### src/i2s_rx_pkg.sv
package i2s_rx_pkg;

	// Channel count and I2S framing.
	localparam int num_channels = 4;
	localparam int id_width = 5;
	localparam int sample_width = 24;
	localparam int slot_width = 32;

	// Word and FIFO sizes.
	localparam int word_width = 32;
	localparam int fifo_depth = 16;
	localparam int fifo_addr_width = 4;

	// Words read per drain burst.
	localparam int burst_len = 4;

	// Output word layout.
	// Bits 26 and 25 stay zero.
	localparam int id_lsb = 27;
	localparam int lr_bit = 24;
	localparam int sample_lsb = 0;

	// Counter widths.
	localparam int bit_cnt_width = $clog2(slot_width);
	localparam int burst_cnt_width = $clog2(burst_len + 1);
	localparam int ch_idx_width = $clog2(num_channels);

endpackage

### src/i2s_fifo_if.sv
`timescale 1ns/100ps

interface i2s_fifo_if;

	logic rd_en;
	logic [i2s_rx_pkg::word_width-1:0] rdata;
	logic burst_ready;
	logic err_full;
	logic err_empty;

	modport fifo_side (
		input  rd_en,
		output rdata,
		output burst_ready,
		output err_full,
		output err_empty
	);

	// Error flags are read at the top level, not by the drain.
	modport drain_side (
		output rd_en,
		input  rdata,
		input  burst_ready
	);

endinterface

### src/sample_fifo.sv
`timescale 1ns/100ps

module sample_fifo (
	input  logic clk,
	input  logic rst_n,
	input  logic wr_en,
	input  logic [i2s_rx_pkg::word_width-1:0] wdata,
	i2s_fifo_if.fifo_side rd
);

	logic [i2s_rx_pkg::word_width-1:0] mem [i2s_rx_pkg::fifo_depth];
	logic [i2s_rx_pkg::fifo_addr_width-1:0] wr_ptr;
	logic [i2s_rx_pkg::fifo_addr_width-1:0] rd_ptr;
	logic [i2s_rx_pkg::fifo_addr_width:0] count;
	logic [i2s_rx_pkg::word_width-1:0] rdata_q;
	logic burst_ready_q;
	logic err_full_q;
	logic err_empty_q;
	logic full;
	logic empty;
	logic do_wr;
	logic do_rd;

	assign full = (count == i2s_rx_pkg::fifo_depth);
	assign empty = (count == '0);
	assign do_wr = wr_en && !full;
	assign do_rd = rd.rd_en && !empty;

	always_ff @(posedge clk) begin
		if (do_wr) begin
			mem[wr_ptr] <= wdata;
		end
	end

	// Popped word, held until the next pop.
	always_ff @(posedge clk) begin
		if (do_rd) begin
			rdata_q <= mem[rd_ptr];
		end
	end

	always_ff @(posedge clk) begin
		if (!rst_n) begin
			wr_ptr <= '0;
			rd_ptr <= '0;
			count <= '0;
			burst_ready_q <= 1'b0;
			err_full_q <= 1'b0;
			err_empty_q <= 1'b0;
		end else begin
			if (do_wr) begin
				wr_ptr <= wr_ptr + 1'b1;
			end
			if (do_rd) begin
				rd_ptr <= rd_ptr + 1'b1;
			end
			case ({do_wr, do_rd})
				2'b10: count <= count + 1'b1;
				2'b01: count <= count - 1'b1;
				default: count <= count;
			endcase

			// Lags the count by one cycle.
			burst_ready_q <= (count >= i2s_rx_pkg::burst_len);

			// Sticky until reset.
			if (wr_en && full) begin
				err_full_q <= 1'b1;
			end
			if (rd.rd_en && empty) begin
				err_empty_q <= 1'b1;
			end
		end
	end

	assign rd.rdata = rdata_q;
	assign rd.burst_ready = burst_ready_q;
	assign rd.err_full = err_full_q;
	assign rd.err_empty = err_empty_q;

endmodule

### src/i2s_receiver.sv
`timescale 1ns/100ps

module i2s_receiver (
	input  logic clk,
	input  logic rst_n,
	input  logic bclk,
	input  logic lrclk,
	input  logic sdata,
	input  logic [i2s_rx_pkg::id_width-1:0] channel_id,
	i2s_fifo_if.fifo_side rd
);

	logic [1:0] bclk_sync;
	logic [1:0] lrclk_sync;
	logic [1:0] sdata_sync;
	logic bclk_prev;
	logic bclk_rise;
	logic lr_last;
	logic lr_change;
	logic [i2s_rx_pkg::bit_cnt_width-1:0] bit_cnt;
	logic [i2s_rx_pkg::sample_width-1:0] shift;
	logic wr_en;
	logic [i2s_rx_pkg::word_width-1:0] word;

	// Two-flop synchronizers and registered bclk rise.
	always_ff @(posedge clk) begin
		if (!rst_n) begin
			bclk_sync <= '0;
			lrclk_sync <= '0;
			sdata_sync <= '0;
			bclk_prev <= 1'b0;
			bclk_rise <= 1'b0;
		end else begin
			bclk_sync <= {bclk_sync[0], bclk};
			lrclk_sync <= {lrclk_sync[0], lrclk};
			sdata_sync <= {sdata_sync[0], sdata};
			bclk_prev <= bclk_sync[1];
			bclk_rise <= bclk_sync[1] && !bclk_prev;
		end
	end

	assign lr_change = (lrclk_sync[1] != lr_last);

	// Edge 0 of a slot is the I2S delay bit; bits 1 to 24 carry the sample.
	// Starting with lr_last high lets a left slot open right after reset.
	always_ff @(posedge clk) begin
		if (!rst_n) begin
			lr_last <= 1'b1;
			bit_cnt <= i2s_rx_pkg::bit_cnt_width'(i2s_rx_pkg::slot_width - 1);
			wr_en <= 1'b0;
		end else begin
			wr_en <= 1'b0;
			if (bclk_rise) begin
				if (lr_change) begin
					lr_last <= lrclk_sync[1];
					bit_cnt <= '0;
				end else begin
					if (bit_cnt != i2s_rx_pkg::slot_width - 1) begin
						bit_cnt <= bit_cnt + 1'b1;
					end
					if (bit_cnt == i2s_rx_pkg::sample_width - 1) begin
						wr_en <= 1'b1;
					end
				end
			end
		end
	end

	// MSB first.
	always_ff @(posedge clk) begin
		if (bclk_rise && !lr_change && bit_cnt < i2s_rx_pkg::sample_width) begin
			shift <= {shift[i2s_rx_pkg::sample_width-2:0], sdata_sync[1]};
		end
	end

	always_comb begin
		word = '0;
		word[i2s_rx_pkg::id_lsb +: i2s_rx_pkg::id_width] = channel_id;
		word[i2s_rx_pkg::lr_bit] = lr_last;
		word[i2s_rx_pkg::sample_lsb +: i2s_rx_pkg::sample_width] = shift;
	end

	sample_fifo i_sample_fifo (
		.clk   (clk),
		.rst_n (rst_n),
		.wr_en (wr_en),
		.wdata (word),
		.rd    (rd)
	);

endmodule

### src/burst_drain.sv
`timescale 1ns/100ps

module burst_drain (
	input  logic clk,
	input  logic rst_n,
	i2s_fifo_if.drain_side ch [i2s_rx_pkg::num_channels],
	output logic wen,
	output logic [i2s_rx_pkg::word_width-1:0] wdata
);

	logic [i2s_rx_pkg::num_channels-1:0] ready_vec;
	logic [i2s_rx_pkg::word_width-1:0] rdata_arr [i2s_rx_pkg::num_channels];
	logic [i2s_rx_pkg::num_channels-1:0] rd_en_q;
	logic in_burst;
	logic [i2s_rx_pkg::ch_idx_width-1:0] idx;
	logic [i2s_rx_pkg::ch_idx_width-1:0] next_idx;
	logic [i2s_rx_pkg::ch_idx_width-1:0] rd_idx;
	logic [i2s_rx_pkg::ch_idx_width-1:0] pop_idx;
	logic [i2s_rx_pkg::burst_cnt_width-1:0] burst_cnt;
	logic pop_d;

	// Interface array to plain vectors for indexed access.
	for (genvar i = 0; i < i2s_rx_pkg::num_channels; i++) begin : g_ch
		assign ready_vec[i] = ch[i].burst_ready;
		assign rdata_arr[i] = ch[i].rdata;
		assign ch[i].rd_en = rd_en_q[i];
	end

	assign next_idx = (idx == i2s_rx_pkg::ch_idx_width'(i2s_rx_pkg::num_channels - 1)) ?
		'0 : idx + 1'b1;

	// Scan one channel per cycle; in burst, burst_len pops then one advance cycle.
	always_ff @(posedge clk) begin
		if (!rst_n) begin
			in_burst <= 1'b0;
			idx <= '0;
			rd_idx <= '0;
			burst_cnt <= '0;
			rd_en_q <= '0;
		end else begin
			rd_en_q <= '0;
			if (!in_burst) begin
				if (ready_vec[idx]) begin
					in_burst <= 1'b1;
					burst_cnt <= '0;
				end else begin
					idx <= next_idx;
				end
			end else if (burst_cnt != i2s_rx_pkg::burst_len) begin
				rd_en_q[idx] <= 1'b1;
				rd_idx <= idx;
				burst_cnt <= burst_cnt + 1'b1;
			end else begin
				idx <= next_idx;
				in_burst <= 1'b0;
			end
		end
	end

	// Word is valid on rdata the cycle after its pop.
	always_ff @(posedge clk) begin
		if (!rst_n) begin
			pop_d <= 1'b0;
			pop_idx <= '0;
			wen <= 1'b0;
		end else begin
			pop_d <= |rd_en_q;
			pop_idx <= rd_idx;
			wen <= pop_d;
		end
	end

	always_ff @(posedge clk) begin
		if (pop_d) begin
			wdata <= rdata_arr[pop_idx];
		end
	end

endmodule

### src/i2s_rx_array.sv
`timescale 1ns/100ps

module i2s_rx_array (
	input  logic clk,
	input  logic rst_n,
	input  logic [i2s_rx_pkg::num_channels-1:0] bclk,
	input  logic [i2s_rx_pkg::num_channels-1:0] lrclk,
	input  logic [i2s_rx_pkg::num_channels-1:0] sdata,
	output logic wen,
	output logic [i2s_rx_pkg::word_width-1:0] wdata,
	output logic [i2s_rx_pkg::num_channels-1:0] r_ready,
	output logic [i2s_rx_pkg::num_channels-1:0] error_full,
	output logic [i2s_rx_pkg::num_channels-1:0] error_empty
);

	i2s_fifo_if fifo_if [i2s_rx_pkg::num_channels] ();

	for (genvar g = 0; g < i2s_rx_pkg::num_channels; g++) begin : g_rx
		// Channel tag is the generate index.
		i2s_receiver i_i2s_receiver (
			.clk        (clk),
			.rst_n      (rst_n),
			.bclk       (bclk[g]),
			.lrclk      (lrclk[g]),
			.sdata      (sdata[g]),
			.channel_id (i2s_rx_pkg::id_width'(g)),
			.rd         (fifo_if[g])
		);

		assign r_ready[g] = fifo_if[g].burst_ready;
		assign error_full[g] = fifo_if[g].err_full;
		assign error_empty[g] = fifo_if[g].err_empty;
	end

	burst_drain i_burst_drain (
		.clk   (clk),
		.rst_n (rst_n),
		.ch    (fifo_if),
		.wen   (wen),
		.wdata (wdata)
	);

endmodule

### config.mk
export PLATFORM = sky130hd
export DESIGN_NAME = i2s_rx_array
export DESIGN_NICKNAME = d
export VERILOG_FILES = /design/src/i2s_rx_pkg.sv /design/src/i2s_fifo_if.sv /design/src/sample_fifo.sv /design/src/i2s_receiver.sv /design/src/burst_drain.sv /design/src/i2s_rx_array.sv
export SDC_FILE = /design/constraint.sdc
export NUM_CORES = 2
export LEC_CHECK = 0
export ABC_AREA = 1
export BUFFER_PORTS_ARGS = -buffer_cell sky130_fd_sc_hd__buf_2
export CAP_MARGIN = 20
export CORE_MARGIN = 2
export CORE_UTILIZATION = 55
export CTS_BUF_LIST = sky130_fd_sc_hd__clkbuf_8
export DETAILED_ROUTE_END_ITERATION = 16
export PLACE_DENSITY_LB_ADDON = 0.3
export SYNTH_ARGS = -nofsm -noshare
export SYNTH_HDL_FRONTEND = slang
export SYNTH_SLANG_ARGS = --single-unit
### constraint.sdc
create_clock -name clk -period 6.5 [get_ports clk]
set_input_delay 0.325 -clock clk [delete_from_list [all_inputs] [get_ports clk]]
set_output_delay 0.325 -clock clk [all_outputs]
set_load 0.05 [all_outputs]
# [After elaboration in Yosys (flattened, before gate mapping)]
# Memory sizes are Yosys's and may differ from the RTL's. A register that Yosys moved wholly into a read port is not among the register bits.
# Cells that the tools add are included.
[word_totals] ram_bits=1600 wordCells=261 memories=4 output_inout_bits=45 register_bits=396 in_bits=14
[classes] magnitude_cmp=11 eq_ne=29 add_sub_neg=22 muxes=41 reduce_logical=75 bitwise_logic=6
[mem_list] name="g_rx[0].i_i2s_receiver.i_sample_fifo.mem" depth=16 word_bits=25 rd=1 rd_clocked_by_memory_dff=1 wr=1 line_no="sample_fifo.sv:11" text="logic [i2s_rx_pkg::word_width-1:0] mem [i2s_rx_pkg::fifo_depth];"
[mem_list] name="g_rx[1].i_i2s_receiver.i_sample_fifo.mem" depth=16 word_bits=25 rd=1 rd_clocked_by_memory_dff=1 wr=1 line_no="sample_fifo.sv:11"
[mem_list] name="g_rx[2].i_i2s_receiver.i_sample_fifo.mem" depth=16 word_bits=25 rd=1 rd_clocked_by_memory_dff=1 wr=1 line_no="sample_fifo.sv:11"
[mem_list] name="g_rx[3].i_i2s_receiver.i_sample_fifo.mem" depth=16 word_bits=25 rd=1 rd_clocked_by_memory_dff=1 wr=1 line_no="sample_fifo.sv:11"
[ops] operator="binary-select mux 32 bit (select 2 bit)" n=1
[ops] operator="2-to-1 mux 32 bit" n=2
[ops] operator="adder 5 x 1 -> 5 bit, second input constant" n=8
[ops] operator="equality test 5 bit, second input constant" n=8
[ops] operator="2-to-1 mux 5 bit" n=8
[ops] operator="case mux 5 bit (2 select lines)" n=4
[ops] operator="adder 4 x 1 -> 4 bit, second input constant" n=8
[ops] operator="logical AND 1 bit" n=29
[ops] operator="AND reduction 2 bit" n=11
[ops] operator="greater-or-equal comparator 5 x 3 -> 1 bit, second input constant" n=4
[ops] operator="logical NOT 5 bit" n=4
[ops] operator="less-than comparator 5 bit, second input constant" n=4
[ops] operator="!= test 5 bit, second input constant" n=4
[ops] operator="subtractor 5 x 1 -> 5 bit, second input constant" n=4
[ops] operator="nonzero test 2 bit" n=9
[ops] operator="2-to-1 mux 1 bit" n=17
[ops] operator="logical NOT 1 bit" n=16
[ops] operator="OR reduction 3 bit" n=4
[ops] operator="equality test 2 bit, second input constant" n=5
[ops] operator="2-to-1 mux 3 bit" n=3
[ops] operator="equality test 2 x 1 -> 1 bit, second input constant" n=4
[ops] operator="2-to-1 mux 2 bit" n=4
[ops] operator="NOT 1 bit" n=5
[ops] operator="!= test 1 bit" n=4
[ops] operator="13 further kinds" n=14

# [Depth between registers and ports, before layout]
[depth] depth_word=5 depth_mapped=18 mapped_depth_nobuf=17

# [Modules after synthesis]
# From an unflattened synthesis, not the netlist that was laid out.
[unflattened] cells_unflattened=7579 area_unflattened_um2=95406.5
[by_module_without_submodules] module="sample_fifo at g_rx[0].i_i2s_receiver.i_sample_fifo ..." cells_per_inst=1720 n_inst=2 seq_area_each_um2=16656.0 area_each_um2=21901.0
[by_module_without_submodules] module="sample_fifo at g_rx[1].i_i2s_receiver.i_sample_fifo ..." cells_per_inst=1717 n_inst=2 seq_area_each_um2=16656.0 area_each_um2=21891.0
[by_module_without_submodules] module="i2s_receiver" cells_per_inst=99 n_inst=4 seq_area_each_um2=1021.0 area_each_um2=1307.5
[by_module_without_submodules] module="burst_drain" cells_per_inst=295 n_inst=1 seq_area_each_um2=1281.2 area_each_um2=2494.9
[by_module_without_submodules] module="i2s_rx_array" cells_per_inst=14 n_inst=1 seq_area_each_um2=0.0 area_each_um2=97.6

# [Least setup slack after synthesis]
# OpenSTA, ideal clock, no wires.
[synth_path] path_type="reg-to-reg" from="register g_rx[2].i_i2s_receiver.i_sample_fifo.count[4] (netlist bit)" to="register g_rx[2].i_i2s_receiver.i_sample_fifo.count[2] (netlist bit)" period_less_slack_ns=2.580 path_slack_ns=3.920 path_buffers=1 required_ns=6.385 path_stages_with_launch=16 setup_ns=0.115 t_arrival_ns=2.465 path_cell_list="dfxtp_1 > inv_1 > nand3_1 > nand2_1 > inv_1 > ha_1 > clkbuf_1 > nand2_1 > inv_1 > nor2_1 > ha_1 > inv_1 > nand2_1 > xor2_1 > o21ai_0 > inv_1"
[synth_via] elab_chain_len=5 word_cells_on_any_way=10 cone_classes="eq/ne (3); mux (1); reduce/logical (6)"
[synth_lines] element="start: declaration" line_no="sample_fifo.sv:14" text="logic [i2s_rx_pkg::fifo_addr_width:0] count;"
[synth_lines] element="start signal: assignment" line_no="sample_fifo.sv:58" text="2'b10: count <= count + 1'b1;"
[synth_lines] element="start signal: assignment" line_no="sample_fifo.sv:59" text="2'b01: count <= count - 1'b1;"
[synth_lines] element="start signal: assignment" line_no="sample_fifo.sv:60" text="default: count <= count;"
[synth_lines] element="logical NOT 5 bit (*)" line_no="sample_fifo.sv:25" text="assign empty = (count == '0);"
[synth_lines] element="logical NOT 1 bit (*)" line_no="sample_fifo.sv:27" text="assign do_rd = rd.rd_en && !empty;"
[synth_lines] element="logical AND 1 bit (*)" line_no="sample_fifo.sv:27"
[synth_lines] element="net g_rx[2].i_i2s_receiver.i_sample_fifo.do_rd" line_no="sample_fifo.sv:22" text="logic do_rd;"
[synth_lines] element="equality test 2 x 1 -> 1 bit or equality test 2 bit (tied branches)" line_no="sample_fifo.sv:57" text="case ({do_wr, do_rd})"
[synth_lines] element="case mux 5 bit (2 select lines) or nonzero test 2 bit (tied branches)"
# Mark *: on every way through the listed nets, which the timed path passes. The rest lies on a longest branch.
# A chain may end at the register's enable or synchronous reset.

==> flow_summary.yaml <==
clock_network:
  cts.sinks: 1963
  clockRootBuffer: "clkbuf_8"
  cts.path.max_buffers: 4
  cts_tree: "yes"
  cts.reportedPaths.clkPinSlew_ns: 0.06
  post_cts_buffers: 0
  cts-buffers-inserted: 322
  clk-insertion-delay-late_ns: 1.00
  ctsHtreeMaxLevel: 5
timing:
  layout_setup_ws_ns: 3.17
  hold_viol_final: 0
  fin_setup_tns_ns: 0
  worst_pin_slew_ns: 1.18
  rsz0062_at_grt: "false"
  post-route-period-util: 0.513
  fin_skew_ns: 0.0602
  period_needed_ns: 3.33
  slew_headroom: 0.216
  fmax_mhz: 300
  slew_viol_final: 0
  setup_viol: 0
pwr:
  power_frac_comb: 0.017
  peakVddDrop_uv: 186
  power_leakage_uw: 0.0297
  p_per_area_nw_per_um2: 278
  power_switching_uw: 4970
  intPower_uw: 18600
  switching_share: 0.211
  clockPowerShare: 0.400
  p_seq_frac: 0.583
synth:
  ys_seq_elements: 1963
  synth_top_family_by_area: "simple AND/OR/NAND/NOR gates"
  synth_compound_area_frac: 0.0864
  async_flop_share: 0
  synth_xor_area_frac: 0.00308
  synth_fa_ha_area_frac: 0.00800
  netlist_instances: 6146
  synth_area_um2: 76700
  ys_types: 34
  yosys_most_used_dff: "edfxtp_1"
  synthSimpleGateAreaFrac: 0.119
  synth_area_per_cell_um2: 12.5
  yosysSeqAreaShare: 0.751
  synth_edf_count: 1823
  ys_warn_count: 0
  muxShareOfSynthArea: 0
die:
  io-pin-count: 59
  die_h_um: 377
  core-area_um2: 138000
  placement_rows: 136
  die_area_um2: 142000
  die_w_um: 377
  initial_core_util: 0.556
setup_path:
  end_kind: "flop"
  cp-startpoint: "g_rx[3].i_i2s_receiver.i_sample_fifo.rd_ptr[2]"
  required_ns: 7.25
  crit_path_start_kind: "flop"
  critical_path_class: "reg -> reg"
  crit_arrival_ns: 4.08
  path_max_fanout: 39
  reg2reg_from: "g_rx[3].i_i2s_receiver.i_sample_fifo.rd_ptr[2]"
routing:
  routed_wl_mm: 188
  final_antenna_net_count: 0
  vias: 48200
  drt_pass1_iterations: 8
  vias_per_cell: 5.80
  drc: 0
  wl_per_cell_um: 22.6
  drtIter0Drc: 5963
global_route:
  grt_pass1_vias: 45700
  grt_first_pass_wirelength_mm: 280
  track_usage: 0.263
  antenna_found_initial: 8
  gr-total-overflow: 0
  grt_max_degree: 176
min_path:
  worstHoldStart: "sdata[3]"
  hp-class: "in -> reg"
status:
  outcome: "finished clean"
final_layout:
  final_common_cell: "edfxtp_1"
  final_nets: 6360
  mostFrequentLayoutCells: "edfxtp_1, nand2_1, nor2_1"
  drive_gt1_frac: 0.0926
  fillers: 10300
  area_delta_synth_final_pct: 10.5
placement:
  hpwl_mm: 101
  portBuffers: 53
  place.gp.congestion: 0.938
  post-place-ws_ns: 3.24
job:
  maxCapViolations: 0
[Yosys cell counts, types with 6 or more instances]
master,instances,area (µm²)
a21oi_1,356,1780
a31oi_1,51,319
buf_1,10,37.5
buf_2,125,626
buf_4,70,526
buf_6,23,259
clkbuf_1,119,447
dfxtp_1,140,2800
edfxtp_1,1823,54700
ha_1,49,613
inv_1,155,582
inv_2,8,30.0
nand2_1,1221,4580
nand3_1,272,1360
nand4_1,10,62.6
nor2_1,795,2980
nor2_2,6,37.5
o211ai_1,54,405
o21ai_0,609,3050
o21ai_1,172,861
o22ai_1,27,169
xnor2_1,6,52.6
xor2_1,21,184
[stage by stage]
step | cell area [µm²] | instances | hold WS, ns | power, µW | util
2_1_floorplan | 76700 | 6150 | 0.368 | 14200 | -
4_1_cts | 84500 | 8298 | 0.00328 | 23600 | 0.613
6_report | 84700 | 8313 | 0.111 | 23500 | 0.615
3_5_place_dp | 78700 | 7727 | 0.377 | 14300 | 0.571
5_1_grt | 84700 | 8311 | 0.100 | 24200 | 0.615
3_3_place_gp | 78400 | 7714 | 0.373 | 14300 | 0.569
[metal layers]
layer  up-vias  share of wire  track usage
li1      22100              -            -
met1     23300           0.40        0.363
met2      2337           0.47        0.406
met3       409          0.099       0.0612
met4         6          0.032        0.105
met5         -        0.00068      0.00583
[final cells by class]
cell class              instances  area, µm²  share of cell area
diodes                          6       15.0            0.000177
clock buffers                 338       4650              0.0549
clock inverters               202        833             0.00984
inverters                     164        636             0.00750
multi-input cells            3676      17200               0.202
flip-flops and latches       1963      57600               0.680
well taps                    1794       2240              0.0265
repair buffers                170       1610              0.0190
[flip-flops by register name, indices dropped and copies added, names as in the netlist, 8 cells and up]
register and count:
g_rx.i_i2s_receiver.i_sample_fifo.rd.rdata 100, g_rx.i_i2s_receiver.lrclk_sync 8, g_rx.i_i2s_receiver.sdata_sync 8, g_rx.i_i2s_receiver.i_sample_fifo.count 20, g_rx.i_i2s_receiver.i_sample_fifo.rd_ptr 16, g_rx.i_i2s_receiver.shift 96, g_rx.i_i2s_receiver.bit_cnt 20, g_rx.i_i2s_receiver.i_sample_fifo.mem 1600
g_rx.i_i2s_receiver.i_sample_fifo.wr_ptr 16, g_rx.i_i2s_receiver.bclk_sync 8, i_burst_drain.wdata 27
[power by group through the flow]
stage               sequential (µW)  clock, µW  combinational [µW]
floorplan                     14000          0                 193
global placement              14000          0                 343
detailed placement            14000          0                 350
CTS                           13700       9560                 365
global route                  13700      10100                 423
finish                        13700       9410                 397
[what timing repair did]
item | CTS | global route
hold endpoints to repair | 44 | 0
gates resized for setup | 0 | 0
hold buffers | 31 | 0
[final timing paths]
kind                                                                           to  slack, ns  depth (start not counted)
worst min-delay path                         g_rx[3].i_i2s_receiver.sdata_sync[0]       0.11                          4
worst min register to register                   g_rx[0].i_i2s_receiver.bclk_rise       0.38                          1
worst max-delay path            g_rx[3].i_i2s_receiver.i_sample_fifo.rd.rdata[17]       3.17                          9
worst max register to register  g_rx[3].i_i2s_receiver.i_sample_fifo.rd.rdata[17]       3.17                          9
[cell families (layout without fill, tap and decap cells)]
| family | Yosys count | after routing |
|---|---|---|
| buffers and inverters | 511 | 874 |
| AND/OR/NAND/NOR | 2321 | 2321 |
| flip-flops | 1963 | 1963 |
| AO/OA/AOI/OAI | 1274 | 1274 |
| XOR/XNOR | 27 | 27 |
| adder cells (fa/ha/maj) | 49 | 49 |
| other | 1 | 11 |
[critical path, cell delays in order, from the launching register on]
cell     delay [ns]
dfxtp_1        0.68
buf_4          0.50
inv_1          0.45
nor2_4         0.38
buf_4          0.57
nand3_1        0.18
nand2_1        0.13
a21oi_1        0.06
o21ai_1        0.08
nand2_1        0.05
Power figures use the tool's default switching activity.
